--- config.mk ---
export PLATFORM = sky130hd
export DESIGN_NAME = fetch_pc_gen
export DESIGN_NICKNAME = d
export VERILOG_FILES = /design/src/verilog/fetch_pkg.sv /design/src/verilog/fetch_pc_gen.sv
export VERILOG_INCLUDE_DIRS = /design/src /design/src/verilog
export SDC_FILE = /design/constraint.sdc
export NUM_CORES = 1
export LEC_CHECK = 0
export ABC_CLOCK_PERIOD_IN_PS = 4300
export BUFFER_PORTS_ARGS = -buffer_cell sky130_fd_sc_hd__buf_2
export CORE_ASPECT_RATIO = 0.5
export CORE_MARGIN = 2
export CORE_UTILIZATION = 29
export CTS_BUF_LIST = sky130_fd_sc_hd__clkbuf_16
export DETAILED_ROUTE_END_ITERATION = 12
export MAX_ROUTING_LAYER = met4
export PLACE_DENSITY = 0.61
export SLEW_MARGIN = 5
export SYNTH_ARGS = -nofsm -noshare
export SYNTH_HDL_FRONTEND = slang
export SYNTH_SLANG_ARGS = --single-unit
--- constraint.sdc ---
create_clock -name clk -period 4.3 [get_ports clk]
set_input_delay 0.215 -clock clk [delete_from_list [all_inputs] [get_ports clk]]
set_output_delay 0.215 -clock clk [all_outputs]
set_load 0.01 [all_outputs]
--- src/verilog/fetch_config.svh ---
`ifndef FETCH_CONFIG_SVH
`define FETCH_CONFIG_SVH

// first fetch address out of reset
`define FETCH_RESET_PC 32'h0000_1000

// address split is tag | index | offset
`define TAG_BITS 20
`define INDEX_BITS 7
`define OFFSET_BITS 5

// two ways of this many sets each
`define ICACHE_SETS (1 << `INDEX_BITS)

// 32-byte line, must equal 2**(OFFSET_BITS-2)
`define LINE_WORDS 8

// power of two so the pointers wrap naturally
`define QUEUE_DEPTH 4

`endif

--- src/verilog/fetch_pkg.sv ---
`include "fetch_config.svh"

package fetch_pkg;

    typedef logic [31:0] addr_t;
    typedef logic [31:0] word_t;

    typedef logic [`TAG_BITS-1:0]   tag_t;
    typedef logic [`INDEX_BITS-1:0] index_t;

    // word 0 at the lowest address
    typedef logic [`LINE_WORDS-1:0][31:0] line_t;

    // generator to cache
    typedef struct packed {
        addr_t pc;
    } fetch_req_t;

    // cache to queue, queue to decode
    typedef struct packed {
        addr_t pc;
        word_t inst;
    } fetch_pkt_t;

    typedef enum logic [1:0] {
        LOOKUP,
        REFILL,
        RESPOND
    } icache_state_e;

    typedef enum logic [1:0] {
        IDLE,
        ADDR,   // AR beat outstanding
        DATA,   // waiting on R beat
        DONE
    } refill_state_e;

endpackage

--- src/verilog/fetch_pc_gen.sv ---
`timescale 1ns/10ps
`include "fetch_config.svh"

module fetch_pc_gen (
    input  logic                  clk,
    input  logic                  reset,
    input  logic                  redirect_valid_i,
    input  fetch_pkg::addr_t      redirect_pc_i,
    output logic                  req_valid_o,
    output fetch_pkg::fetch_req_t req_o,
    input  logic                  req_ready_i
);
    import fetch_pkg::*;

    addr_t pc_q;
    logic  valid_q;
    logic  req_fire;

    // no request goes out on the flush cycle, the old pc is dead
    assign req_valid_o = valid_q && !redirect_valid_i;
    assign req_fire    = req_valid_o && req_ready_i;

    assign req_o.pc = pc_q;

    always_ff @(posedge clk) begin
        if (reset) begin
            pc_q    <= `FETCH_RESET_PC;
            valid_q <= 1'b0;
        end else begin
            valid_q <= 1'b1;  // fetch starts once out of reset
            if (redirect_valid_i) begin
                pc_q <= redirect_pc_i;
            end else if (req_fire) begin
                pc_q <= pc_q + 32'd4;  // next sequential word
            end
        end
    end

endmodule

==> results of run 1 <==
power by group through the flow:
stage | Combinational (mW) | Clock, mW | Sequential [mW]
2_1_floorplan | 0.0510 | 0 | 0.366
3_3_place_gp | 0.106 | 0 | 0.359
3_5_place_dp | 0.107 | 0 | 0.362
4_1_cts | 0.108 | 0.402 | 0.355
5_1_grt | 0.120 | 0.413 | 0.360
6_report | 0.106 | 0.393 | 0.356
final timing paths:
| check | from | to |
|---|---|---|
| worst min register to register | req_o[0] | req_o[0] |
| worst min-delay path | redirect_pc_i[12] | req_o[12] |
| worst max-delay path | req_o[13] | req_o[26] |
| worst max register to register | req_o[13] | req_o[26] |
flip-flops by register name (all words and copies together) (netlist names):
| signal | cells |
|---|---|
| req_o | 32 |
| valid_q | 1 |
critical path, cell delays in order (launching register included):
cell and delay [ps]:
dfxtp_1 460, and4_1 320, nand4_1 440, or4_1 650, a311oi_1 280
logic make-up (layout without fill, tap and decap cells):
kind of cell    after synthesis  count (layout)
compound gates               53              53
xor+xnor                     11              11
fa+ha+maj                     1               1
buf+inv                      22              86
flops                        33              33
mux                           2               2
simple gates                 99              99
metrics by stage:
| step | utilization | cells | area [µm²] | hold slack [ps] | worst slack (ps) |
|---|---|---|---|---|---|
| 5_1_grt | 0.394 | 373 | 2390 | 192 | 1870 |
| 3_5_place_dp | 0.367 | 365 | 2220 | 465 | 2100 |
| 3_3_place_gp | 0.367 | 365 | 2220 | 447 | 2210 |
| 2_1_floorplan | - | 221 | 1820 | 357 | 2330 |
| 4_1_cts | 0.394 | 373 | 2390 | 175 | 2050 |
| 6_report | 0.394 | 373 | 2390 | 186 | 2050 |
layout make-up:
| class | count | area, µm² | share of cell area |
|---|---|---|---|
| inverter | 9 | 33.8 | 0.0142 |
| clock buffer | 5 | 125 | 0.0524 |
| tap | 88 | 110 | 0.0461 |
| multi-input combinational | 166 | 1070 | 0.449 |
| sequential | 33 | 661 | 0.277 |
| timing repair buffer | 69 | 348 | 0.146 |
| clock inverter | 3 | 37.5 | 0.0157 |
cell usage after synthesis (4+ instances only):
master / instances / area share
nor2_1: 26 / 0.054
o31ai_1: 8 / 0.033
dfxtp_1: 33 / 0.36
o21ai_0: 7 / 0.019
clkbuf_1: 9 / 0.019
xnor2_1: 8 / 0.039
or4_1: 8 / 0.033
nand4_1: 10 / 0.034
a311oi_1: 12 / 0.058
nand2_1: 16 / 0.033
nor3_1: 4 / 0.011
nand3_1: 7 / 0.019
nor4_1: 5 / 0.017
inv_1: 9 / 0.019
and4_1: 6 / 0.029
a211oi_1: 10 / 0.041
metal layers:
metal	track usage	vias to the layer above	wire, µm
met2	0.251	38	2430
met3	0.0416	4	207
met1	0.199	921	2420
met4	0.0527	0	42
met5	-	-	0
li1	-	982	-
placed cells by master (no fill, tap or decap), types with 3 or more instances in the layout:
cell	netlist	final
buf_2	1	68
xnor2_1	8	8
a31oi_1	3	3
nand2_1	16	16
nor2_1	26	26
clkbuf_16	0	5
xor2_1	3	3
and4_1	6	6
a211oi_1	10	10
or3_1	3	3
inv_1	9	10
a311oi_1	12	12
nor4_1	5	5
or4_1	8	8
o31ai_1	8	8
and2_1	3	3
nand4_1	10	10
dfxtp_1	33	33
o21ai_0	7	7
nor3_1	4	4
nand3_1	7	7
and3_1	3	3
==> qor.csv, run 1 <==
stage;metric;value;unit
grt;vias in the first global route;1745;
power;Comb pwr share;0.124;
clocking;TritonCTS buffer count;5;
logic_synthesis;post-synthesis simple-gate area fraction;0.299;
clocking;cts hold-fix bufs;0;
timing;Max Slew Vio Count;0;
cells_and_area;Area Growth Syn to Fin;31.4;%
floorplanning;core area;6060;µm²
power;Power Density;358;nW/µm²
logic_synthesis;Cells after Synth;221;
logic_synthesis;Post-Synthesis Cell Area;1820;µm²
worst_setup_path;Arr. time, crit path;2430;ps
place;GP Congestion;0.826;
logic_synthesis;post-synthesis mux area share;0.0110;
timing;Slew headroom;0.593;
hold_path;Hold Path Class;in2reg;
hold_path;number of cells on the worst hold path;3;
power;leakage;0.942;nW
logic_synthesis;Main synth FF type;dfxtp_1;
timing;final setup violation count;0;
grt;first-pass GRT wire length;8240;µm
timing;min cycle time layout;2250;ps
grt;Total Routing Usage GR;0.158;
logic_synthesis;Seq cells post-synth;33;
timing;f_max;444;MHz
cells_and_area;layout cells sized above 1;0.291;
logic_synthesis;Seq/Total Area, Yosys;0.364;
worst_setup_path;Required @ worst endpoint;4470;ps
status;status;completed;
worst_setup_path;CP Capture Type;register;
cells_and_area;Antenna diodes;0;
worst_setup_path;r2r worst-path depth;4;
grt;antenna violations before repair;0;
worst_setup_path;Setup crit start kind;register;
timing;Tightest Pin Transition;606;ps
cells_and_area;Final nets;321;
detailed_routing;Pre-antenna DRT Iters;4;
power;NetSw;0.209;mW
logic_synthesis;Adder-Cell Fraction of Synth Area;0.00689;
logic_synthesis;syn nets;258;
logic_synthesis;EDFF count, synth;0;
clocking;Post-CTS Repair Setup Buffers;0;
worst_setup_path;CP Class;reg2reg;
worst_setup_path;crit path max fanout;15;
logic_synthesis;syn avg cell area;8.22;µm²
detailed_routing;DR vias/cell;5.21;
grt;largest net degree at the start of global routing;37;
clocking;CTS tree;built;
logic_synthesis;YS warnings;0;
timing;final hold vios;0;
power;Flop pwr share;0.416;
clocking;Root Buffer;clkbuf_16;
floorplanning;Die X;116;µm
power;Power Internal;0.646;mW
clocking;Max clock buf depth;2;
timing;final setup TNS;0;ps
clocking;# resized after CTS;0;
power;switch share;0.245;
floorplanning;Initial Util;0.300;
logic_synthesis;XOR/XNOR Fraction of Synth Area;0.0530;
clocking;clock latency on the worst-skew pair;270;ps
power;Total Power;0.855;mW
clocking;# H-tree levels;2;
logic_synthesis;Synth Area in Compound Gates;0.220;
logic_synthesis;share of synthesized registers carrying an async set or reset;0;
timing;post-route clock period utilization;0.524;
timing;Setup Skew;2.34;ps
detailed_routing;detailed router's first-iteration violation count;84;
run;Max Cap Violations;0;
logic_synthesis;main combinational cell family by area after synthesis;simple AND/OR/NAND/NOR gates;
detailed_routing;post-route ant nets;0;
detailed_routing;total wire length;5100;µm
logic_synthesis;number of distinct library cells after synthesis;39;
clocking;clk sink count;33;
place;dpl hpwl;3710;µm
floorplanning;Top Ports;69;
detailed_routing;average wire per standard cell;13.7;µm
power;peak supply drop;0.137;mV
power;Clk pwr share;0.460;
timing;RSZ-0062 raised after global routing;no;
floorplanning;Die Span Y;60.0;µm
cells_and_area;filler cell count;652;
detailed_routing;Via Count;1945;
floorplanning;Die ar.;6950;µm²
detailed_routing;DRC;0;
grt;global route overflow;0;
place;buffers added on ports;68;
clocking;Worst-path clk slew;50;ps
floorplanning;row cnt;20;
worst_setup_path;R2R setup slack;2050;ps
Power figures use the tool's default switching activity.
==> run 2, diff against run 1 <==
--- a/config.mk
+++ b/config.mk
@@ -6,7 +6,8 @@
 export SDC_FILE = /design/constraint.sdc
 export NUM_CORES = 1
 export LEC_CHECK = 0
-export ABC_CLOCK_PERIOD_IN_PS = 4300
+export ABC_AREA = 1
+export ABC_CLOCK_PERIOD_IN_PS = 2100
 export BUFFER_PORTS_ARGS = -buffer_cell sky130_fd_sc_hd__buf_2
 export CORE_ASPECT_RATIO = 0.5
 export CORE_MARGIN = 2
@@ -14,7 +15,7 @@
 export CTS_BUF_LIST = sky130_fd_sc_hd__clkbuf_16
 export DETAILED_ROUTE_END_ITERATION = 12
 export MAX_ROUTING_LAYER = met4
-export PLACE_DENSITY = 0.61
+export PLACE_DENSITY = 0.59
 export SLEW_MARGIN = 5
 export SYNTH_ARGS = -nofsm -noshare
 export SYNTH_HDL_FRONTEND = slang
==> constraint.sdc (replaced) <==
create_clock -name clk -period 2.1 [get_ports clk]
set_input_delay 0.105 -clock clk [delete_from_list [all_inputs] [get_ports clk]]
set_output_delay 0.105 -clock clk [all_outputs]
set_load 0.01 [all_outputs]
==> run 2 against run 1 <==
  * Critical endpoint is now req_o[22]
  * Worst hold slack worse by 130 ps
  * Synthesized cell count up 63%
  * Wire length grew 31%
  * Cell count increased by 41%
  * Sequential cell count unchanged
  * Sequential power up 100%
  * Sequential share of layout area decreased by 4.1 points
  * Combinational power rose by 150%
  * Clock skew is 1.3 ps higher
  * Global-route usage is 1.9 points higher
  * Register-to-register slack worse by 1500 ps
==> qor.csv, run 2 <==
stage;metric;value;unit
status;status;completed;
worst_setup_path;CP Capture Type;register;
place;dpl hpwl;5170;µm
detailed_routing;average wire per standard cell;12.7;µm
detailed_routing;DRC;0;
power;switch share;0.283;
clocking;Post-CTS Repair Setup Buffers;0;
logic_synthesis;EDFF count, synth;0;
clocking;TritonCTS buffer count;5;
clocking;Worst-path clk slew;50;ps
power;peak supply drop;0.295;mV
cells_and_area;most common cell after layout, fill and taps aside;nand2_1;
logic_synthesis;number of distinct library cells after synthesis;28;
grt;global route overflow;0;
logic_synthesis;top post-synthesis cells by count;nand2_1 (105), inv_1 (46), nor2_1 (37);
logic_synthesis;most common cell in the netlist;nand2_1;
timing;final setup violation count;0;
floorplanning;Top Ports;69;
cells_and_area;fin area;2800;µm²
grt;first-pass GRT wire length;11300;µm
cells_and_area;Antenna diodes;0;
cells_and_area;Area Growth Syn to Fin;26.2;%
timing;Setup Skew;3.64;ps
floorplanning;Initial Util;0.301;
run;Max Cap Violations;0;
logic_synthesis;Post-Synthesis Cell Area;2220;µm²
power;Power Density;601;nW/µm²
worst_setup_path;Worst path depth;10;
hold_path;Hold Path Class;in2reg;
clocking;CTS tree;built;
worst_setup_path;CP Class;reg2reg;
grt;Total Routing Usage GR;0.178;
logic_synthesis;share of synthesized registers carrying an async set or reset;0;
logic_synthesis;Synth top area share;0.298;
floorplanning;Die X;128;µm
logic_synthesis;Cells after Synth;361;
floorplanning;row cnt;22;
clocking;cts hold-fix bufs;0;
timing;Max Slew Vio Count;0;
place;GP Congestion;0.910;
grt;antenna violations before repair;0;
hold_path;number of cells on the worst hold path;3;
logic_synthesis;Seq cells post-synth;33;
timing;min cycle time layout;1580;ps
cells_and_area;final core utilization;0.380;
cells_and_area;layout cells sized above 1;0.240;
clocking;Root Buffer;clkbuf_16;
worst_setup_path;Buf+Inv Stages, Crit Path;1;
cells_and_area;Final nets;466;
logic_synthesis;syn nets;398;
power;Flop pwr share;0.429;
clocking;Max clock buf depth;2;
logic_synthesis;top cells by area, synth;dfxtp_1 (30%), nand2_1 (18%), inv_1 (7.8%);
worst_setup_path;r2r worst-path depth;10;
detailed_routing;total wire length;6680;µm
worst_setup_path;Setup crit start kind;register;
power;leakage;1.24;nW
worst_setup_path;Critical Path, Cell by Cell;ha_1 > nand3_2 > nor2_2 > nand2_1 > nor2_1 > nand2_1 > nand2_1 > nand2_1 > o21ai_0 > inv_1;
logic_synthesis;Seq/Total Area, Yosys;0.298;
grt;vias in the first global route;2300;
detailed_routing;Via Count;2431;
worst_setup_path;Slowest-stage cell, CP;dfxtp_1;
timing;f_max;632;MHz
floorplanning;Die Span Y;65.8;µm
detailed_routing;DR vias/cell;4.62;
timing;Tightest Pin Transition;672;ps
grt;largest net degree at the start of global routing;24;
worst_setup_path;Largest stage delay, worst path;370;ps
cells_and_area;Largest register FFs;32;
clocking;# resized after CTS;0;
power;Power Internal;1.21;mW
clocking;# H-tree levels;2;
logic_synthesis;Main synth FF type;dfxtp_1;
worst_setup_path;crit path max fanout;4;
place;placed cell areas;2660;µm²
clocking;clk sink count;33;
logic_synthesis;syn avg cell area;6.15;µm²
cells_and_area;filler cell count;843;
timing;final hold vios;0;
worst_setup_path;Arr. time, crit path;1750;ps
power;NetSw;0.476;mW
power;Clk pwr share;0.416;
logic_synthesis;post-synth top area cell;dfxtp_1;
detailed_routing;detailed router's first-iteration violation count;97;
timing;post-route clock period utilization;0.754;
power;Comb pwr share;0.155;
worst_setup_path;Required @ worst endpoint;2270;ps
timing;RSZ-0062 raised after global routing;no;
timing;Slew headroom;0.551;
floorplanning;core area;7380;µm²
clocking;clock latency on the worst-skew pair;280;ps
detailed_routing;post-route ant nets;0;
worst_setup_path;CP delay by family, top;simple AND/OR/NAND/NOR gates;
timing;final setup TNS;0;ps
logic_synthesis;YS warnings;0;
detailed_routing;Pre-antenna DRT Iters;4;
floorplanning;Die ar.;8410;µm²
worst_setup_path;cell mode on critical path;nand2_1;
place;buffers added on ports;68;
cells_and_area;commonest non-fill, non-tap cells in the layout;nand2_1 (105), buf_2 (68), inv_1 (47);
==> run 2: cell count changes after synthesis, moves of 10 or more <==
cell,before,now
nor2_1,26,37
a311oi_1,12,0
nand3_1,7,31
inv_1,9,46
o21ai_0,7,19
nand2_1,16,105
a21oi_1,2,21
a211oi_1,10,0
==> run 2: layer usage <==
| metal | GRT usage | part of all wire |
|---|---|---|
| met5 | - | 0 |
| met3 | 0.0429 | 0.045 |
| met4 | 0.0330 | 0.0076 |
| met1 | 0.239 | 0.51 |
| met2 | 0.275 | 0.43 |
==> run 2: power by group through the flow <==
stage | combinational, mW | clock (mW) | sequential [mW]
floorplan | 0.138 | 0 | 0.741
global placement | 0.263 | 0 | 0.735
detailed placement | 0.264 | 0 | 0.735
CTS | 0.265 | 0.720 | 0.722
global route | 0.299 | 0.754 | 0.729
finish | 0.261 | 0.701 | 0.722
==> run 2: cells by family (layout without fill, tap and decap cells) <==
| family | Yosys count | in the layout | synth area share |
|---|---|---|---|
| simple gates | 204 | 204 | 0.416 |
| buf+inv | 58 | 127 | 0.101 |
| compound gates | 54 | 54 | 0.136 |
| flops | 33 | 33 | 0.298 |
| xor+xnor | 11 | 11 | 0.0434 |
| fa+ha+maj | 1 | 1 | 0.00564 |
==> run 2: tightest hold or removal path, stage by stage <==
cell	delay, ps
buf_2	70
a21oi_1	50
nand3_1	70
==> run 2: worst paths after layout <==
kind                startpoint         to  slack [ps]
min reg2reg           req_o[2]   req_o[2]         520
max reg2reg           req_o[3]  req_o[22]         520
min          redirect_pc_i[12]  req_o[12]          50
max                   req_o[3]  req_o[22]         520
==> run 2: layout make-up <==
cell class / instances / area (µm²) / share of cell area
Clock buffer: 5 / 125 / 0.0447
Clock inverter: 3 / 13.8 / 0.00492
Inverter: 47 / 176 / 0.0630
Multi-Input combinational cell: 270 / 1330 / 0.476
Sequential cell: 33 / 661 / 0.236
Tap cell: 96 / 120 / 0.0429
Timing Repair Buffer: 72 / 370 / 0.132
==> run 2: stage by stage <==
step | std cells | power, mW | hold WS, ps | worst slack [ps]
global placement | 518 | 0.998 | 338 | 514
CTS | 526 | 1.71 | 50.1 | 497
global route | 526 | 1.78 | 62.0 | 270
floorplan | 361 | 0.879 | 240 | 660
detailed placement | 518 | 0.999 | 341 | 514
finish | 526 | 1.68 | 51.6 | 517
