<file path="config.mk">
export PLATFORM = sky130hd
export DESIGN_NAME = inst_queue
export DESIGN_NICKNAME = d
export VERILOG_FILES = /design/src/verilog/fetch_pkg.sv /design/src/verilog/inst_queue.sv
export VERILOG_INCLUDE_DIRS = /design/src /design/src/verilog
export SDC_FILE = /design/constraint.sdc
export NUM_CORES = 1
export LEC_CHECK = 0
export ABC_AREA = 1
export BUFFER_PORTS_ARGS = -buffer_cell sky130_fd_sc_hd__buf_2
export CAP_MARGIN = 5
export CORE_MARGIN = 2
export CORE_UTILIZATION = 61
export DETAILED_ROUTE_END_ITERATION = 7
export PLACE_DENSITY = 0.83
export RECOVER_POWER = 50
export SYNTH_ARGS = -nofsm -noshare
export SYNTH_HDL_FRONTEND = slang
export SYNTH_SLANG_ARGS = --single-unit
export TNS_END_PERCENT = 1
</file>
<file path="constraint.sdc">
create_clock -name clk -period 11.4 [get_ports clk]
set_clock_uncertainty 0.15 [all_clocks]
set_input_delay 0 -clock clk [delete_from_list [all_inputs] [get_ports clk]]
set_output_delay 0 -clock clk [all_outputs]
set_load 0.01 [all_outputs]
</file>
<file path="src/verilog/fetch_config.svh">
`ifndef FETCH_CONFIG_SVH
`define FETCH_CONFIG_SVH

// first fetch address out of reset
`define FETCH_RESET_PC 32'h0000_1000

// address split is tag | index | offset
`define TAG_BITS 20
`define INDEX_BITS 7
`define OFFSET_BITS 5

// two ways of this many sets each
`define ICACHE_SETS (1 << `INDEX_BITS)

// 32-byte line, must equal 2**(OFFSET_BITS-2)
`define LINE_WORDS 8

// power of two so the pointers wrap naturally
`define QUEUE_DEPTH 4

`endif

</file>
<file path="src/verilog/fetch_pkg.sv">
`include "fetch_config.svh"

package fetch_pkg;

    typedef logic [31:0] addr_t;
    typedef logic [31:0] word_t;

    typedef logic [`TAG_BITS-1:0]   tag_t;
    typedef logic [`INDEX_BITS-1:0] index_t;

    // word 0 at the lowest address
    typedef logic [`LINE_WORDS-1:0][31:0] line_t;

    // generator to cache
    typedef struct packed {
        addr_t pc;
    } fetch_req_t;

    // cache to queue, queue to decode
    typedef struct packed {
        addr_t pc;
        word_t inst;
    } fetch_pkt_t;

    typedef enum logic [1:0] {
        LOOKUP,
        REFILL,
        RESPOND
    } icache_state_e;

    typedef enum logic [1:0] {
        IDLE,
        ADDR,   // AR beat outstanding
        DATA,   // waiting on R beat
        DONE
    } refill_state_e;

endpackage

</file>
<file path="src/verilog/inst_queue.sv">
`timescale 1ns/10ps
`include "fetch_config.svh"

module inst_queue (
    input  logic                  clk,
    input  logic                  reset,
    input  logic                  redirect_valid_i,
    input  logic                  pkt_valid_i,
    input  fetch_pkg::fetch_pkt_t pkt_i,
    output logic                  pkt_ready_o,
    output logic                  inst_valid_o,
    output fetch_pkg::fetch_pkt_t inst_o,
    input  logic                  inst_ready_i
);
    import fetch_pkg::*;

    localparam int PTR_W = $clog2(`QUEUE_DEPTH);
    localparam int CNT_W = $clog2(`QUEUE_DEPTH + 1);
    localparam logic [CNT_W-1:0] FULL_COUNT = CNT_W'(`QUEUE_DEPTH);

    fetch_pkt_t       mem [`QUEUE_DEPTH];
    logic [PTR_W-1:0] wr_ptr_q;
    logic [PTR_W-1:0] rd_ptr_q;
    logic [CNT_W-1:0] count_q;
    logic             push;
    logic             pop;

    assign pkt_ready_o  = (count_q != FULL_COUNT);
    assign inst_valid_o = (count_q != '0);
    assign inst_o       = mem[rd_ptr_q];

    assign push = pkt_valid_i && pkt_ready_o;
    assign pop  = inst_valid_o && inst_ready_i;

    always_ff @(posedge clk) begin
        if (push) begin
            mem[wr_ptr_q] <= pkt_i;
        end
    end

    always_ff @(posedge clk) begin
        if (reset || redirect_valid_i) begin
            wr_ptr_q <= '0;
            rd_ptr_q <= '0;
            count_q  <= '0;
        end else begin
            if (push) wr_ptr_q <= wr_ptr_q + 1'b1;
            if (pop) rd_ptr_q <= rd_ptr_q + 1'b1;
            case ({push, pop})
                2'b10:   count_q <= count_q + 1'b1;
                2'b01:   count_q <= count_q - 1'b1;
                default: count_q <= count_q;  // none or both
            endcase
        end
    end

endmodule

</file>
==> impl_metrics.ini, run 1 <==
[outcome]
status = complete, but fails checks
violations = max-capacitance violations, max-slew violations

[yosys]
yosysSeqAreaShare = 0.7885
synth_fp_nets = 764
ys_seq_elements = 265
ys_types = 19
synth_area_um2 = 9978
ys_warn_count = 0
synthCells = 689
postSynthAreaPerCell_um2 = 14.48

[setup_path]
endpoint_kind = register
required_ns = 11.28
setup.worst_path.start_class = register
cp_max_fo = 64
arrival_ns = 4.52
crit_type = reg2reg

[clock_network]
htreeDepth = 1
clk_root_buffer_cell = clkbuf_16
clk_latency_ns = 0.52
clk_pin_slew_ns = 0.06
cts_resized = 0
cts_setup_buffers = 0
postCtsHoldBufs = 68
numCtsBuffers = 26
clock-sinks = 265
cts_tree = done
clockBufferDepth = 3

[pwr]
power_mw = 2.081
powerDensity_nw_per_um2 = 171.0
leakage_nw = 4.203
irDropWorstVdd_v = 0.0001254

[global_routing]
grt_max_degree = 129
grt_pass1_wl_um = 34680
first_global_vias = 6741
grt_antenna_before_repair = 2
overflow = 0
gr-usage-all-layers = 0.2544

[placed_design]
dpl.hpwl_um = 11000
place_inst = 1004
place_area_um2 = 10720
post-place-ws_ns = 8.617
portBuffers = 134
gp_congestion = 0.7757

[final_layout]
fin_cells = 1122
fillCellCount = 922
design_area_um2 = 12170
nets = 959
syn_to_final_growth_pct = 21.93
drive_gt1_frac = 0.1294
final_util = 0.7631

[routing]
drc_errors = 0
wl_per_cell_um = 19.75
drt_iter0_markers = 806
dr.pass1.iters = 5
via_per_inst = 5.849
vias = 6563
ant_nets = 0
postRouteWirelength_um = 22160

[sta]
setup_slack_ns = 6.766
hold_violations = 0
setup_viol = 0
rsz0062_at_grt = no
tightest_slew_ns = 4.148
holdWs_ns = 0.1162
finalMaxSlewViolations = 195
fin_crit_ns = 4.634
fin_crit_sh = 0.4065
max_freq_ghz = 0.2158
worst_slew_margin_rel = -1.766
setup-tns-final_ns = 0

[floorplan]
die_w_um = 131.9
rows = 46
die_area_um2 = 17400
die_y_um = 131.9
core_um2 = 15940
ioPinCount = 135
initial_core_util = 0.6259

[run]
drv_cap = 3

[worst_hold_path]
hold_path_class = in2reg
[placed cells by master (no fill, tap or decap), types with 2 or more instances in the layout]
master / n
diode_2: 2
buf_4: 3
nand2_1: 17
a21oi_1: 5
bufinv_16: 3
clkbuf_1: 75
dlygate4sd3_1: 68
dfxtp_1: 7
clkbuf_16: 27
edfxtp_1: 256
o21ai_1: 56
nor2_1: 135
inv_1: 16
buf_2: 68
clkinv_2: 7
ha_1: 5
clkinv_1: 4
nor2_4: 4
o21ai_0: 73
o22ai_1: 64
nand3_1: 5
[report_power, final]
group / internal (mW) / switching (mW)
Combinational: 0.0486 / 0.0781
Sequential: 1.10 / 0.00698
Clock: 0.506 / 0.345
[final timing paths]
| kind | startpoint | to | slack [ns] | cells after the start |
|---|---|---|---|---|
| worst max-delay path | count_q[1] | mem[0][12] | 6.77 | 5 |
| worst min-delay path | pkt_i[12] | mem[1][12] | 0.12 | 2 |
| worst max register to register | count_q[1] | mem[0][12] | 6.77 | 5 |
| worst min register to register | wr_ptr_q[0] | wr_ptr_q[0] | 0.36 | 2 |
[synth_stat cells]
| cell | number | area (um^2) |
|---|---|---|
| o21ai_0 | 73 | 365.4 |
| clkbuf_2 | 3 | 15.01 |
| buf_2 | 1 | 5.000 |
| a21oi_1 | 5 | 25.02 |
| clkbuf_1 | 18 | 67.56 |
| fa_1 | 1 | 20.02 |
| inv_2 | 1 | 3.750 |
| nand3_1 | 5 | 25.02 |
| clkinv_1 | 1 | 3.750 |
| o22ai_1 | 64 | 400.4 |
| edfxtp_1 | 256 | 7687 |
| o21ai_1 | 56 | 280.3 |
| dfxtp_1 | 9 | 180.2 |
| buf_4 | 6 | 45.04 |
| inv_1 | 16 | 60.06 |
| nand2_1 | 17 | 63.81 |
| buf_6 | 13 | 146.4 |
| nor2_1 | 139 | 521.8 |
| ha_1 | 5 | 62.56 |
[flip-flops by register name, indices dropped and copies added (netlist names), named ones only]
register,count
mem,256
count_q,3
rd_ptr_q,2
wr_ptr_q,2
[layer usage]
layer	routed length, um	part of all wire	track usage
met4	583	0.026	0.08696
met1	8487	0.38	0.3169
met2	11380	0.51	0.4453
met5	8	0.00036	0
met3	1698	0.077	0.05498
[worst max-delay path, stage by stage (launching register included)]
cell	delay, ns
dfxtp_1	0.36
nor2_1	0.08
nand2_1	0.13
nand2_1	0.30
nor2_4	0.15
clkbuf_1	2.92
[final cells by class]
cell class,instances,area [um^2],share of cell area
Clock buffer,34,711.9,0.05851
Timing Repair Buffer,208,1303,0.1071
Multi-Input combinational cell,365,1794,0.1475
Antenna cell,2,5.005,0.0004114
Clock inverter,14,140.1,0.01152
Sequential cell,265,7873,0.6471
Tap cell,216,270.3,0.02221
Inverter,18,70.07,0.005759
[cells by family (layout without fill, tap and decap cells)]
kind of cell	after synthesis	in the layout	synth area share
DFF	265	265	0.7885
AOI/OAI and AO/OA	198	198	0.1073
and+or+nand+nor	161	161	0.06119
buffers and inverters	59	274	0.03473
adders and majority gates	6	6	0.008276
other	0	2	0
No activity file was read; power rests on OpenSTA's default activity.
==> inputs of run 2 (changes only) <==
--- a/config.mk
+++ b/config.mk
@@ -10,9 +10,9 @@
 export BUFFER_PORTS_ARGS = -buffer_cell sky130_fd_sc_hd__buf_2
 export CAP_MARGIN = 5
 export CORE_MARGIN = 2
-export CORE_UTILIZATION = 61
+export CORE_UTILIZATION = 51
 export DETAILED_ROUTE_END_ITERATION = 7
-export PLACE_DENSITY = 0.83
+export PLACE_DENSITY = 0.74
 export RECOVER_POWER = 50
 export SYNTH_ARGS = -nofsm -noshare
 export SYNTH_HDL_FRONTEND = slang
==> constraint.sdc (replaced) <==
create_clock -name clk -period 3.93 [get_ports clk]
set_clock_uncertainty 0.15 [all_clocks]
set_input_delay 0 -clock clk [delete_from_list [all_inputs] [get_ports clk]]
set_output_delay 0 -clock clk [all_outputs]
set_load 0.01 [all_outputs]
==> run 2 against run 1 <==
  * The flow still finishes with violations (max-capacitance violations, max-slew violations)
  * Critical path depth unchanged
  * Routed wire length shrank 7.6%
  * Worst hold slack improved by 0.011 ns
  * Sequential share of layout area down 0.29 points
  * Final area rose by 0.45%
  * Maximum frequency rose by 58%
  * Via count down 5.2%
  * Clock-buffer cell count is 1 lower
  * Highest routed layer is now met4
==> impl_metrics.ini, run 2 (synthesis results as in run 1) <==
[pwr]
powerDensity_nw_per_um2 = 482.6
irDropWorstVdd_v = 0.0004996
leakage_nw = 4.199

[floorplan]
die_y_um = 143.9
core_um2 = 19330
ioPinCount = 135
initial_core_util = 0.5161
die_w_um = 143.9
die_area_um2 = 20700
rows = 51

[final_layout]
largest_reg_flops = 256
nets = 961
mostFrequentLayoutCells = edfxtp_1, nor2_1, o21ai_0, clkbuf_1
final_util = 0.6321
drive_gt1_frac = 0.1294
top_regs = mem (256), count_q (3)
regMostFlops = mem
syn_to_final_growth_pct = 22.48
final_common_cell = edfxtp_1

[setup_path]
r2r-end = mem[0][60]
required_ns = 3.87
setup.worst_path.start_class = register
crit_type = reg2reg
cp_max_fo = 64
endpoint_kind = register
crit-reg2reg-launch = count_q[1]
arrival_ns = 2.88
r2r_setup_slack_ns = 1.0
r2r_cells = 5

[worst_hold_path]
hold_path_class = in2reg
whs_path_depth = 2
min_from = pkt_i[9]
holdPathEnd = mem[1][9]

[placed_design]
gp_congestion = 0.8142
dpl.hpwl_um = 11110
portBuffers = 134

[routing]
vias = 6220
via_per_inst = 5.316
drt_iter0_markers = 474
dr.pass1.iters = 5
drc_errors = 0
wl_per_cell_um = 17.51
postRouteWirelength_um = 20480
ant_nets = 0

[sta]
rsz0062_at_grt = no
worst_slew_margin_rel = -0.2220
fin_crit_ns = 2.933
hold_violations = 0
fin_crit_sh = 0.7464
holdWs_ns = 0.1269
setup_viol = 0
max_freq_ghz = 0.3409
tightest_slew_ns = 1.833
finalMaxSlewViolations = 65

[global_routing]
first_global_vias = 6173
gr-usage-all-layers = 0.1972
overflow = 0
grt_antenna_before_repair = 1
grt_pass1_wl_um = 31580
grt_max_degree = 95

[clock_network]
cts_tree = done
clockBufferDepth = 3
clk_root_buffer_cell = clkbuf_16
clk_pin_slew_ns = 0.06
numCtsBuffers = 26
clock-sinks = 265
clk_latency_ns = 0.51
htreeDepth = 1

[run]
drv_cap = 1

[outcome]
violations = max-capacitance violations, max-slew violations
status = complete, but fails checks
[run 2: cell types whose count changed in the layout (fill, tap and decap cells not counted), sizes merged]
cell    delta
buf        +4
clkbuf     -3
bufinv     -1
diode      -1
[run 2: repair_timing]
| item | CTS | global route |
|---|---|---|
| endpoints found under the hold margin | 265 | 0 |
| hold buffers | 68 | 0 |
| setup buffers | 0 | 0 |
| gates resized for setup | 0 | 0 |
[run 2: area by class of cell]
type / count / area (um^2)
fill: 1462 / 7113
inverter: 18 / 70.07
antenna: 1 / 2.502
multi-input combinational: 365 / 1794
sequential: 265 / 7873
timing repair buffer: 210 / 1339
clock buffer: 33 / 698.2
tap: 265 / 331.6
clock inverter: 13 / 113.9
[run 2: worst max path at each step]
| stage | depth (start not counted) | startpoint | slack, ns | end |
|---|---|---|---|---|
| 2_1_floorplan | 4 | count_q[0] | -0.09 | mem[0][0] |
| 3_3_place_gp | 5 | count_q[0] | 1.63 | mem[2][45] |
| 3_5_place_dp | 5 | count_q[0] | 1.56 | mem[2][36] |
| 4_1_cts | 4 | register | 1.10 | inst_o[19] |
| 5_1_grt | 5 | count_q[1] | 0.75 | mem[0][50] |
| 6_report | 5 | count_q[1] | 1.0 | mem[0][60] |
[run 2: routing by layer]
metal | wire length, um | track usage
met1 | 8728 | 0.2632
met2 | 10010 | 0.3301
met3 | 1311 | 0.03532
met4 | 432 | 0.06708
met5 | 0 | 0
[run 2: worst max-delay path, cell delays in order (launching register included)]
cell and delay [ns]:
dfxtp_1 0.35, nor2_1 0.07, nand2_1 0.11, nand2_1 0.29, nor2_4 0.16, clkbuf_2 1.34
[run 2: stage by stage]
stage | power, mW | TNS, ns | cells | area [um^2] | setup WS, ns
4_1_cts | 5.952 | 0 | 1169 | 12300 | 1.104
5_1_grt | 6.099 | 0 | 1170 | 12220 | 0.7527
3_5_place_dp | 3.570 | 0 | 1055 | 10810 | 1.560
6_report | 5.899 | 0 | 1170 | 12220 | 0.9966
2_1_floorplan | 3.415 | -23.72 | 689 | 9978 | -0.09264
3_3_place_gp | 3.562 | 0 | 1055 | 10810 | 1.631
[run 2: report_power, final]
part           internal, mW  switching (mW)  total (mW)
clock network          1.38           0.961        2.34
logic                 0.142           0.218       0.359
registers              3.18          0.0207        3.20
==> inputs of run 3 (changes only) <==
==> constraint.sdc (replaced) <==
create_clock -name clk -period 2.6 [get_ports clk]
set_clock_uncertainty 0.15 [all_clocks]
set_input_delay 0 -clock clk [delete_from_list [all_inputs] [get_ports clk]]
set_output_delay 0 -clock clk [all_outputs]
set_load 0.01 [all_outputs]
==> run 3 against run 2 <==
  * The run now ends clean
  * Combinational power rose by 57%
  * Routed wire length rose by 2.9%
  * Global-route usage rose by 0.47 points
  * Non-clock buffer count rose by 8
  * Clock power rose by 55%
  * Critical path depth fell by 1
  * Final area rose by 1.3%
  * Sequential power rose by 51%
  * Worst setup slack got worse by 0.72 ns
  * Die area did not move
==> impl_metrics.ini, run 3 (synthesis results as in run 1) <==
[outcome]
status = finished, final reports clean

[placed_design]
dpl.hpwl_um = 11510
gp_congestion = 0.7725
portBuffers = 134
post-place-ws_ns = 0.6438
place_area_um2 = 10950

[worst_hold_path]
min_from = pkt_i[13]
hold_path_class = in2reg

[sta]
setup-tns-final_ns = 0
tightest_slew_ns = 0.9026
finalMaxSlewViolations = 0
hold_violations = 0
holdWs_ns = 0.1298
max_freq_ghz = 0.4308
setup_slack_ns = 0.2789
fin_crit_sh = 0.8927
fin_crit_ns = 2.321
setup_viol = 0
rsz0062_at_grt = no
worst_slew_margin_rel = 0.3983

[floorplan]
initial_core_util = 0.5161
rows = 51
core_um2 = 19330
die_w_um = 143.9
ioPinCount = 135
die_y_um = 143.9
die_area_um2 = 20700

[final_layout]
fillCellCount = 1431
largest_reg_flops = 256
syn_to_final_growth_pct = 24.09
drive_gt1_frac = 0.1400
final_common_cell = edfxtp_1
nets = 969
mostFrequentLayoutCells = edfxtp_1, nor2_1, o21ai_0, clkbuf_1, dlygate4sd3_1
area.sequential_um2 = 7873
multi_input_area_um2 = 1774
regMostFlops = mem
top_regs = mem (256), count_q (3)
design_area_um2 = 12380

[clock_network]
numCtsBuffers = 26
clk_root_buffer_cell = clkbuf_16
postCtsHoldBufs = 69
clk_pin_slew_ns = 0.06
htreeDepth = 1
clk_latency_ns = 0.51
clockBufferDepth = 3
cts_tree = done
clock-sinks = 265
cts_resized = 0
cts_setup_buffers = 0

[routing]
via_per_inst = 5.421
ant_nets = 0
drt_iter0_markers = 531
postRouteWirelength_um = 21080
dr.pass1.iters = 4
wl_per_cell_um = 17.87
drc_errors = 0
vias = 6397

[setup_path]
endpoint_kind = primary output
cp_max_fo = 64
crit_type = reg2out
required_ns = 2.45
arrival_ns = 2.17
setup.worst_path.start_class = register
crit-reg2reg-launch = count_q[0]

[global_routing]
grt_pass1_wl_um = 32190
overflow = 0
grt_max_degree = 129
gr-usage-all-layers = 0.2019
first_global_vias = 6214
grt_antenna_before_repair = 1

[pwr]
power_mw = 9.020
irDropWorstVdd_v = 0.0006232
leakage_nw = 4.291
powerDensity_nw_per_um2 = 728.5

[run]
drv_cap = 0
## run 3: cell count changes in the layout (fill, tap and decap cells not counted), moves of 2 or more
cell,delta
clkinv_2,+4
nor2_4,-3
buf_4,-2
clkinv_1,-4
clkbuf_8,+6
buf_12,+7
clkinv_4,-2
nor2_1,+2
## run 3: where the power goes
group	switching [mW]	internal (mW)	leakage (nW)	total (mW)
sequential	0.0272	4.80	2.43	4.82
clock	1.47	2.16	0.424	3.63
combinational	0.339	0.224	1.44	0.563
total	1.84	7.18	4.29	9.02
## run 3: final timing paths
kind                                   end  slack [ns]  cells after the start
worst max-delay path            inst_o[51]        0.28                      4
worst min-delay path            mem[0][13]        0.13                      2
worst max register to register  mem[1][46]        0.30                      6
worst min register to register  count_q[0]        0.35                      2
## run 3: stage by stage
step | util | instances
3_5_place_dp | 0.5664 | 1062
6_report | 0.6404 | 1180
3_3_place_gp | 0.5664 | 1062
2_1_floorplan | - | 689
4_1_cts | 0.6460 | 1179
5_1_grt | 0.6403 | 1179
## run 3: final cells by class
class / count / area share
clock buffer: 38 / 0.06275
timing repair buffer: 218 / 0.1197
multi-input combinational: 365 / 0.1433
tap: 265 / 0.02678
sequential: 265 / 0.6358
antenna: 1 / 0.0002021
inverter: 18 / 0.005659
clock inverter: 10 / 0.005760
## run 3: worst max-delay path, stage by stage, from the launching register on
cell and delay, ns:
dfxtp_2 0.33, buf_4 0.55, o21ai_0 0.24, o22ai_1 0.32, buf_2 0.20
## run 3: layer usage
| metal | share of wire | vias up | global-route usage |
|---|---|---|---|
| li1 | - | 2995 | - |
| met1 | 0.43 | 3130 | 0.2822 |
| met2 | 0.48 | 242 | 0.3316 |
| met3 | 0.073 | 30 | 0.03532 |
| met4 | 0.015 | 0 | 0.05418 |
| met5 | 0 | - | 0 |
