$ cat src/verilog/fetch_config.svh
`ifndef FETCH_CONFIG_SVH
`define FETCH_CONFIG_SVH

// first fetch address out of reset
`define FETCH_RESET_PC 32'h0000_1000

// address split is tag | index | offset
`define TAG_BITS 20
`define INDEX_BITS 7
`define OFFSET_BITS 5

// two ways of this many sets each
`define ICACHE_SETS (1 << `INDEX_BITS)

// 32-byte line, must equal 2**(OFFSET_BITS-2)
`define LINE_WORDS 8

// power of two so the pointers wrap naturally
`define QUEUE_DEPTH 4

`endif

$ cat src/verilog/fetch_pkg.sv
`include "fetch_config.svh"

package fetch_pkg;

    typedef logic [31:0] addr_t;
    typedef logic [31:0] word_t;

    typedef logic [`TAG_BITS-1:0]   tag_t;
    typedef logic [`INDEX_BITS-1:0] index_t;

    // word 0 at the lowest address
    typedef logic [`LINE_WORDS-1:0][31:0] line_t;

    // generator to cache
    typedef struct packed {
        addr_t pc;
    } fetch_req_t;

    // cache to queue, queue to decode
    typedef struct packed {
        addr_t pc;
        word_t inst;
    } fetch_pkt_t;

    typedef enum logic [1:0] {
        LOOKUP,
        REFILL,
        RESPOND
    } icache_state_e;

    typedef enum logic [1:0] {
        IDLE,
        ADDR,   // AR beat outstanding
        DATA,   // waiting on R beat
        DONE
    } refill_state_e;

endpackage

$ cat src/verilog/refill_axi_master.sv
`timescale 1ns/10ps
`include "fetch_config.svh"

module refill_axi_master (
    input  logic             clk,
    input  logic             reset,
    input  logic             refill_start_i,
    input  fetch_pkg::addr_t refill_addr_i,
    output logic             refill_done_o,
    output fetch_pkg::line_t refill_line_o,
    output logic             arvalid_o,
    output fetch_pkg::addr_t araddr_o,
    input  logic             arready_i,
    input  logic             rvalid_i,
    input  fetch_pkg::word_t rdata_i,
    output logic             rready_o
);
    import fetch_pkg::*;

    refill_state_e           state_q;
    logic [`OFFSET_BITS-3:0] cnt_q;    // word within the line
    logic [31:`OFFSET_BITS]  base_q;   // line address
    line_t                   line_q;

    assign arvalid_o     = (state_q == ADDR);
    assign rready_o      = (state_q == DATA);
    assign refill_done_o = (state_q == DONE);
    assign refill_line_o = line_q;

    // stable while arvalid is up, counter only moves in DATA
    assign araddr_o = {base_q, cnt_q, 2'b00};

    always_ff @(posedge clk) begin
        if (reset) begin
            state_q <= IDLE;
            cnt_q   <= '0;
        end else begin
            case (state_q)
                IDLE: begin
                    if (refill_start_i) begin
                        cnt_q   <= '0;
                        state_q <= ADDR;
                    end
                end
                ADDR: if (arready_i) state_q <= DATA;
                DATA: begin
                    if (rvalid_i) begin
                        if (&cnt_q) begin
                            state_q <= DONE;  // last word in
                        end else begin
                            cnt_q   <= cnt_q + 1'b1;
                            state_q <= ADDR;
                        end
                    end
                end
                DONE:    state_q <= IDLE;
                default: state_q <= IDLE;
            endcase
        end
    end

    always_ff @(posedge clk) begin
        if (state_q == IDLE && refill_start_i) begin
            base_q <= refill_addr_i[31:`OFFSET_BITS];
        end
        if (state_q == DATA && rvalid_i) begin
            line_q[cnt_q] <= rdata_i;
        end
    end

endmodule

$ cat config.mk
export PLATFORM = sky130hd
export DESIGN_NAME = refill_axi_master
export DESIGN_NICKNAME = d
export VERILOG_FILES = /design/src/verilog/fetch_pkg.sv /design/src/verilog/refill_axi_master.sv
export VERILOG_INCLUDE_DIRS = /design/src /design/src/verilog
export SDC_FILE = /design/constraint.sdc
export NUM_CORES = 1
export LEC_CHECK = 0
export ABC_AREA = 0
export BUFFER_PORTS_ARGS = -buffer_cell sky130_fd_sc_hd__buf_2
export CAP_MARGIN = 25
export CORE_AREA = 8 8 150 152
export CTS_CLUSTER_DIAMETER = 120
export DETAILED_ROUTE_END_ITERATION = 12
export DIE_AREA = 0 0 158 160
export PLACE_DENSITY_LB_ADDON = 0.05
export SYNTH_ARGS = -nofsm -noshare
export SYNTH_HDL_FRONTEND = slang
export SYNTH_SLANG_ARGS = --single-unit
$ cat constraint.sdc
create_clock -name clk -period 8.5 [get_ports clk]
set_input_delay 0.425 -clock clk [delete_from_list [all_inputs] [get_ports clk]]
set_output_delay 0.425 -clock clk [all_outputs]
set_load 0.05 [all_outputs]
==> results of run 1 <==
worst max-delay path, cell delays in order (launching register included):
cell	delay (ns)
dfxtp_1	0.45
nand2b_4	0.12
inv_2	0.11
nand2_1	0.20
nor2_4	0.59
buf_4	0.42
final cells by class:
class                   count  area (um^2)  area share
clock buffers              32        737.0     0.06123
clock inverters            21        205.2     0.01705
diodes                      1        2.502   0.0002079
flip-flops and latches    288         8598      0.7143
repair buffers            366         1867      0.1551
multi-input cells          34        281.5     0.02339
well taps                 270        337.8     0.02807
inverters                   2        7.507   0.0006237
through the flow:
step                      instance area (um^2)  cells
final                                    12040   1014
after global routing                     12040   1014
after CTS                                12030   1013
after detailed placement                 11090    960
after global placement                   11090    960
after floorplan                           8850    326
kinds of logic after synthesis:
group,count (synthesis)
buffers and inverters,4
AOI/OAI and AO/OA,6
and+or+nand+nor,23
DFF,288
adders and majority gates,2
other,1
muxes,1
routing by layer:
layer | vias up | global-route usage | routed length [um]
met3 | 33 | 0.06856 | 2836
met4 | 0 | 0.04288 | 407
met5 | - | 0 | 0
met2 | 249 | 0.3174 | 12310
li1 | 2111 | - | -
met1 | 2440 | 0.1950 | 8182
state kept, by name, indices dropped and copies added, names as in the netlist:
signal,count
refill_line_o,256
state_q,2
base_q,27
cnt_q,3
placed cells by master, fill, tap and decap left out:
master / netlist / routed
dfxtp_1: 5 / 5
or3b_2: 1 / 1
bufinv_16: 0 / 4
clkbuf_1: 0 / 3
nand2b_4: 1 / 1
a21oi_1: 1 / 1
diode_2: 0 / 1
a22o_1: 2 / 2
clkinv_1: 0 / 6
nand2b_1: 1 / 1
a21o_1: 1 / 1
nor3_1: 5 / 1
inv_6: 0 / 1
a22oi_1: 1 / 1
nor4_2: 0 / 2
clkinv_4: 0 / 1
inv_2: 1 / 1
nor2_4: 0 / 2
a311oi_2: 1 / 1
buf_2: 0 / 352
conb_1: 1 / 2
clkbuf_16: 0 / 29
nor2b_1: 1 / 1
edfxtp_1: 283 / 283
nand3_1: 1 / 1
nand2_1: 4 / 4
clkinv_2: 0 / 9
or2b_1: 2 / 2
nor3b_2: 0 / 1
buf_4: 2 / 14
inv_1: 1 / 1
and2_1: 1 / 1
ha_1: 2 / 2
mux2_2: 1 / 1
nor3_2: 0 / 4
nor2_1: 3 / 1
power groups by stage:
stage          Combinational (mW)  Sequential, mW  Clock, mW
3_5_place_dp               0.0988            1.61          0
6_report                   0.0976            1.58       1.24
3_3_place_gp               0.0958            1.61          0
4_1_cts                    0.0987            1.58       1.27
5_1_grt                     0.103            1.58       1.32
2_1_floorplan              0.0142            1.65          0
worst paths after layout:
check / startpoint / to / depth (start not counted)
hold / removal: refill_addr_i[31] / base_q[31]$_DFFE_PP_ / 1
hold reg to reg: state_q[1]$_SDFFE_PP0P_ / state_q[0]$_SDFFE_PP0P_ / 2
setup / recovery: state_q[1]$_SDFFE_PP0P_ / refill_line_o[244]$_DFFE_PP_ / 5
setup reg to reg: state_q[1]$_SDFFE_PP0P_ / refill_line_o[244]$_DFFE_PP_ / 5
==> run metrics, run 1 <==
Synth top area share 0.9607; Row Count 52; Post-Syn Area approximately 8800 um^2; TritonRoute pass-1 iters 4; Main synth FF type edfxtp_1; Synth Instances around 330; Synth Area in XOR/XNOR 0; IO buf count approximately 350; Post-DP HPWL between 15 and 20 mm; Worst-path clk slew 0.06 ns; Final min period 2.237 ns; compound-gate portion of the synthesized area 0.005941; Netlist cell types 25; per-cell routed wire length 23.41 um; unrepaired setup endpoints after global routing false; Filler cells ~1500; final core utilization 0.6006; Leakage ~4.6 nW; maxcap violations 0; clk sinks roughly 290; final setup violation count 0; vias in the first global route 4968; via/cell ratio between 4 and 5; post-synthesis simple-gate area fraction 0.01499; Yosys top cell by area edfxtp_1; count leader, synth edfxtp_1; initial core utilization 0.4414; Worst Path Max Fanout 17; first-pass GRT wire length between 30 and 40 mm; All-Layer GR Usage 0.1780; Internal Power 2.339 mW; num ports 360; Fin Hold WS roughly 0.072 ns; Core Region 20040 um^2; Yosys warnings 0; Post-Synth Adder-Cell Area 0.002829; Vert. Die Dim around 160 um; startpoint types flop; worst setup margin approximately 6.3 ns; TritonCTS clock tree built; Final Slew Violations 0; share of layout cells above drive strength 1 0.5707; fmax 447.0 MHz; DRC Markers 0; Worst Setup Path Type reg -> reg; Synth area leaders edfxtp_1 96%, dfxtp_1 1.1%, ha_1 0.28%, nor3_1 0.28%, a22o_1 0.20%; Clk pwr share 0.426; Worst-Margin Slew about 0.65 ns; Routability Congestion about 0.8; period utilization 0.2632; Fin. Hold Viols 0; Post-synth top cells 283 x edfxtp_1, 5 x dfxtp_1, 5 x nor3_1; Async S/R FF share, synth 0; flop2flop setup slack around 6.3 ns; post-synthesis register bit count around 290; largest family of logic cells by synthesized area simple AND/OR/NAND/NOR gates; Post-CTS Setup Inserts 0; Setup TNS 0 ns; worst slack, placed slightly above 6 ns; vias 4833; post-synthesis sequential area ratio 0.9720; Worst Hold Class in -> reg; Critical Path AT 2.44 ns; sequential fraction of design power 0.541; PwrDens 242.2 nW/um^2; CTS resizes 0; endpoint class of the critical path flop; Detailed Route WL about 24 mm; area added between synthesis and finish 36.07%; Total Power 2.915 mW; Combinational Power Share 0.033; Net Sw Frac 0.1978; CTS Buf Count 29; Root Driver clkbuf_16; number of synthesized flops with an enable pin approximately 280; post-synthesis mux area share 0.001273; status completed; largest net degree at the start of global routing 31; Net count, final a little under 800; die area ~25000 um^2; Worst slew margin 0.5677; CP required a little under 9 ns; DIE WIDTH 158 um; worst-skew pair later-pin latency 0.54 ns; remaining antenna violation count 0; Syn Area/Cell between 20 and 30 um^2; initial antenna violation count 1; H-Tree Depth 1; Max Root-Sink Buffers 3; Hold Buf Count CTS 0; Final Skew about 0.014 ns; GRT overflow 0; Max VDD drop roughly 0.17 mV; Starting DRT DRC Count around 330; NetSw ~0.58 mW
(Power assumes the default switching activity.)
==> inputs of run 2 (changes only) <==
==> constraint.sdc (replaced) <==
create_clock -name clk -period 2.2 [get_ports clk]
set_input_delay 0.11 -clock clk [delete_from_list [all_inputs] [get_ports clk]]
set_output_delay 0.11 -clock clk [all_outputs]
set_load 0.05 [all_outputs]
==> run metrics, run 2 (same netlist as run 1, synthesis figures left out) <==
H-Tree Depth 1; num ports between 300 and 400; TritonRoute pass-1 iters 4; worst reg2reg startpoint cnt_q[0]$_SDFFE_PP0P_; reg2reg end state_q[1]$_SDFFE_PP0P_; unrepaired setup endpoints after global routing false; share of layout cells above drive strength 1 0.5317; initial core utilization 0.4414; IO buf count roughly 350; TritonCTS clock tree built; ant diodes 0; Crit-path slowest cell dlygate4sd3_1; vias in the first global route 5389; remaining antenna violation count 0; Detailed Route WL 24.75 mm; Final min period 1.895 ns; CP Cell Sequence ha_1 -> ha_1 -> or2b_1 -> a22oi_1 -> nor2_1 -> dlygate4sd3_1; period utilization 0.8612; Worst R2R Path Depth 6; Worst Path Max Fanout 8; CP required ~2.6 ns; Vert. Die Dim between 150 and 200 um; Worst Setup Path Type reg -> reg; Worst Hold Class in -> reg; Hold Path Sink cnt_q[1]$_SDFFE_PP0P_; Post-DP HPWL approximately 17 mm; via/cell ratio about 4.7; Max VDD drop 0.7694 mV; WHS Path Cells 4; fmax ~530 MHz; Critical Path AT approximately 2.3 ns; Max Root-Sink Buffers 3; Root Driver clkbuf_16; PwrDens ~900 nW/um^2; Total Power around 12 mW; area added between synthesis and finish 44.81%; worst-skew pair later-pin latency between 0.5 and 0.6 ns; met3 WL around 2.6 mm; Fin. Hold Viols 0; Slowest Stage Delay on Critical Path between 0.5 and 0.6 ns; largest net degree at the start of global routing 33; Final Slew Violations 0; Worst Setup SP cnt_q[0]$_SDFFE_PP0P_; Core Region 20040 um^2; Fin Hold WS roughly 0.22 ns; CTS Buf Count 29; All-Layer GR Usage 0.1892; Top Layer Used met4; flip-flop count of the largest register after layout around 260; Worst-path clk slew 0.06 ns; status completed; Leakage 4.919 nW; DIE WIDTH 158 um; startpoint types flop; Routability Congestion between 0.7 and 0.8; maxcap violations 0; final setup violation count 0; Crit path top cell by count ha_1; routed wl met2 between 10 and 15 mm; Post-CTS Setup Inserts 0; clk sinks between 200 and 300; Hold Startpoint refill_start_i; Starting DRT DRC Count 297; fin cells about 1100; initial antenna violation count 0; M1 WL roughly 8.6 mm; first-pass GRT wire length ~35 mm; endpoint class of the critical path flop; Net count, final 854; flop2flop setup slack ~0.31 ns; fin area 12810 um^2; most frequent cells in the layout 352 x buf_2, 283 x edfxtp_1, 63 x dlygate4sd3_1, 29 x clkbuf_16, 9 x buf_4; Placement Cell Area between 10000 and 15000 um^2; GRT overflow 0; Filler cells approximately 1500; Final Skew 0.007700 ns; vias just over 5000; placed cell count 959; Setup TNS 0 ns; most common cell after layout, fill and taps aside buf_2; DRC Markers 0; per-cell routed wire length ~23 um; Row Count 52; die area between 20000 and 30000 um^2
-- run 2: worst max-delay path: cells and delay by family, from the launching register on --
| family | cells | cell delay [ns] |
|---|---|---|
| adder cells (fa/ha/maj) | 2 | 0.39 |
| AO/OA/AOI/OAI | 1 | 0.15 |
| buffers and inverters | 1 | 0.55 |
| AND/OR/NAND/NOR | 2 | 0.30 |
| flip-flops | 1 | 0.38 |
-- run 2: per-layer routing --
metal	vias to the layer above	GRT usage
met2	274	0.3348
met5	-	0
met4	0	0.07118
li1	2233	-
met3	54	0.06343
met1	2509	0.2052
-- run 2: how the worst max path moves through the flow --
| stage | to | depth (start not counted) |
|---|---|---|
| 5_1_grt | state_q[1]$_SDFFE_PP0P_ | 6 |
| 2_1_floorplan | refill_line_o[128]$_DFFE_PP_ | 2 |
| 3_3_place_gp | refill_line_o[199]$_DFFE_PP_ | 5 |
| 3_5_place_dp | refill_line_o[192]$_DFFE_PP_ | 5 |
| 4_1_cts | state_q[1]$_SDFFE_PP0P_ | 6 |
| 6_report | state_q[1]$_SDFFE_PP0P_ | 6 |
-- run 2: repair_timing --
action	4_1_cts	5_1_grt
hold buffers	63	0
endpoints found under the hold margin	287	0
gates resized for setup	0	0
-- run 2: power by group --
part	switching (mW)	internal, mW	leakage (nW)
clock network	2.01	3.01	0.476
logic	0.321	0.160	1.84
registers	0.0176	6.08	2.60
-- run 2: stage by stage --
step | util | setup slack (ns)
floorplan | - | -0.5286
global placement | 0.5586 | 0.4132
detailed placement | 0.5586 | 0.3509
CTS | 0.6392 | 0.3142
global route | 0.6392 | 0.2468
finish | 0.6392 | 0.3054
-- run 2: area by class of cell --
class                      count  area [um^2]  share of cell area
clock buffer                  31        733.2             0.05724
clock inverter                22        251.5             0.01963
inverter                       2        10.01           0.0007814
multi-input combinational     34        330.3             0.02579
sequential                   288         8607              0.6719
tap                          270        337.8             0.02637
timing repair buffer         428         2540              0.1983
==> inputs of run 3 (changes only) <==
--- a/config.mk
+++ b/config.mk
@@ -7,7 +7,7 @@
 export NUM_CORES = 1
 export LEC_CHECK = 0
 export ABC_AREA = 0
-export BUFFER_PORTS_ARGS = -buffer_cell sky130_fd_sc_hd__buf_2
+export BUFFER_PORTS_ARGS = -buffer_cell sky130_fd_sc_hd__buf_4
 export CAP_MARGIN = 25
 export CORE_AREA = 8 8 150 152
 export CTS_CLUSTER_DIAMETER = 120
==> run metrics, run 3 (same netlist as run 1, synthesis figures left out) <==
CTS Buf Count 28; Filler cells 1307; All-Layer GR Usage 0.1942; Final Skew ~0.011 ns; clk sinks 288; Final Slew Violations 0; status completed; Worst-path clk slew ~0.060 ns; TritonCTS clock tree built; Routability Congestion roughly 0.75; worst-skew pair later-pin latency around 0.53 ns; remaining antenna violation count 0; final setup violation count 0; Worst Path Max Fanout 32; most common cell after layout, fill and taps aside buf_4; Final min period around 1.9 ns; via/cell ratio around 4.7; fmax between 500 and 600 MHz; endpoint class of the critical path flop; Root Driver clkbuf_16; flip-flop count of the largest register after layout approximately 260; H-Tree Depth 1; DRC Markers 0; share of layout cells above drive strength 1 0.5323; Core Region approximately 20000 um^2; Starting DRT DRC Count 290; TritonRoute pass-1 iters 4; first-pass GRT wire length 36.20 mm; GRT overflow 0; Critical Path AT about 2.1 ns; most frequent cells in the layout 363 x buf_4, 283 x edfxtp_1, 62 x dlygate4sd3_1, 29 x clkbuf_16, 9 x clkinv_2; Worst Setup Path Type reg -> reg; startpoint types flop; CP required around 2.4 ns; ant diodes 0; num ports between 300 and 400; Worst Hold Class in -> reg; Setup TNS 0 ns; maxcap violations 0; vias in the first global route 5425; PwrDens 844.2 nW/um^2; vias 5049; Vert. Die Dim ~160 um; area added between synthesis and finish 54.50%; period utilization 0.8526; Max VDD drop 0.6846 mV; per-cell routed wire length 23.56 um; largest net degree at the start of global routing 33; Row Count 52; Max Root-Sink Buffers 3; DIE WIDTH 158 um; initial core utilization 0.4414; Post-DP HPWL roughly 18 mm; Leakage 5.226 nW; IO buf count around 350; Total Power about 12 mW; Net count, final 854; Detailed Route WL approximately 25 mm; Post-CTS Setup Inserts 0; unrepaired setup endpoints after global routing false; Fin. Hold Viols 0; initial antenna violation count 0; Fin Hold WS roughly 0.082 ns; die area between 20000 and 30000 um^2
run 3: cell types whose count changed in the layout (fill, tap and decap cells not counted):
cell,change
buf_2,-352
clkinvlp_4,-3
clkinv_4,-2
inv_6,-1
clkinv_2,+4
buf_4,+354
clkinv_1,-2
clkbuf_1,+2
dlygate4sd3_1,-1
run 3: metal layers:
metal,share of wire,track usage,up-vias
met5,0,0,-
met4,0.035,0.07033,0
met3,0.11,0.07476,49
met2,0.51,0.3350,253
met1,0.35,0.2133,2511
li1,-,-,2236
run 3: power by group:
part / internal [mW] / total [mW] / switching, mW / leakage [nW]
combinational: 0.217 / 0.541 / 0.324 / 2.15
sequential: 6.08 / 6.10 / 0.0205 / 2.60
clock: 2.98 / 4.90 / 1.91 / 0.477
total: 9.28 / 11.5 / 2.26 / 5.23
run 3: through the flow:
stage / util / worst slack (ns) / area (um^2) / std cells
4_1_cts: 0.6820 / 0.3085 / 13670 / 1074
3_3_place_gp: 0.6033 / 0.4203 / 12090 / 961
2_1_floorplan: - / -0.5286 / 8922 / 326
5_1_grt: 0.6820 / 0.2121 / 13670 / 1074
6_report: 0.6820 / 0.3244 / 13670 / 1074
3_5_place_dp: 0.6033 / 0.3463 / 12090 / 961
run 3: cell type report:
class	instances	area [um^2]	share of cell area
sequential	288	8607	0.6298
timing repair buffer	429	3426	0.2507
clock buffer	33	740.7	0.05420
tap	270	337.8	0.02472
multi-input combinational	34	330.3	0.02417
clock inverter	18	215.2	0.01575
inverter	2	10.01	0.0007324
run 3: path summary, 6_finish.rpt:
check / from / end / slack (ns) / cells past startpoint
worst max-delay path: state_q[1]$_SDFFE_PP0P_ / refill_line_o[219]$_DFFE_PP_ / 0.32 / 5
worst max register to register: state_q[1]$_SDFFE_PP0P_ / refill_line_o[219]$_DFFE_PP_ / 0.32 / 5
worst min register to register: cnt_q[1]$_SDFFE_PP0P_ / cnt_q[1]$_SDFFE_PP0P_ / 0.58 / 1
worst min-delay path: rvalid_i / cnt_q[1]$_SDFFE_PP0P_ / 0.08 / 3
run 3: what timing repair did:
item,in CTS,in global routing
resized for setup,0,0
hold endpoints to repair,287,0
hold buffers,62,0
run 3: worst max-delay path, cell delays in order, from the launching register on:
cell and delay, ns:
dfxtp_1 0.49, nand2b_4 0.17, inv_4 0.11, nand2_1 0.23
nor3_4 0.28, buf_12 0.26
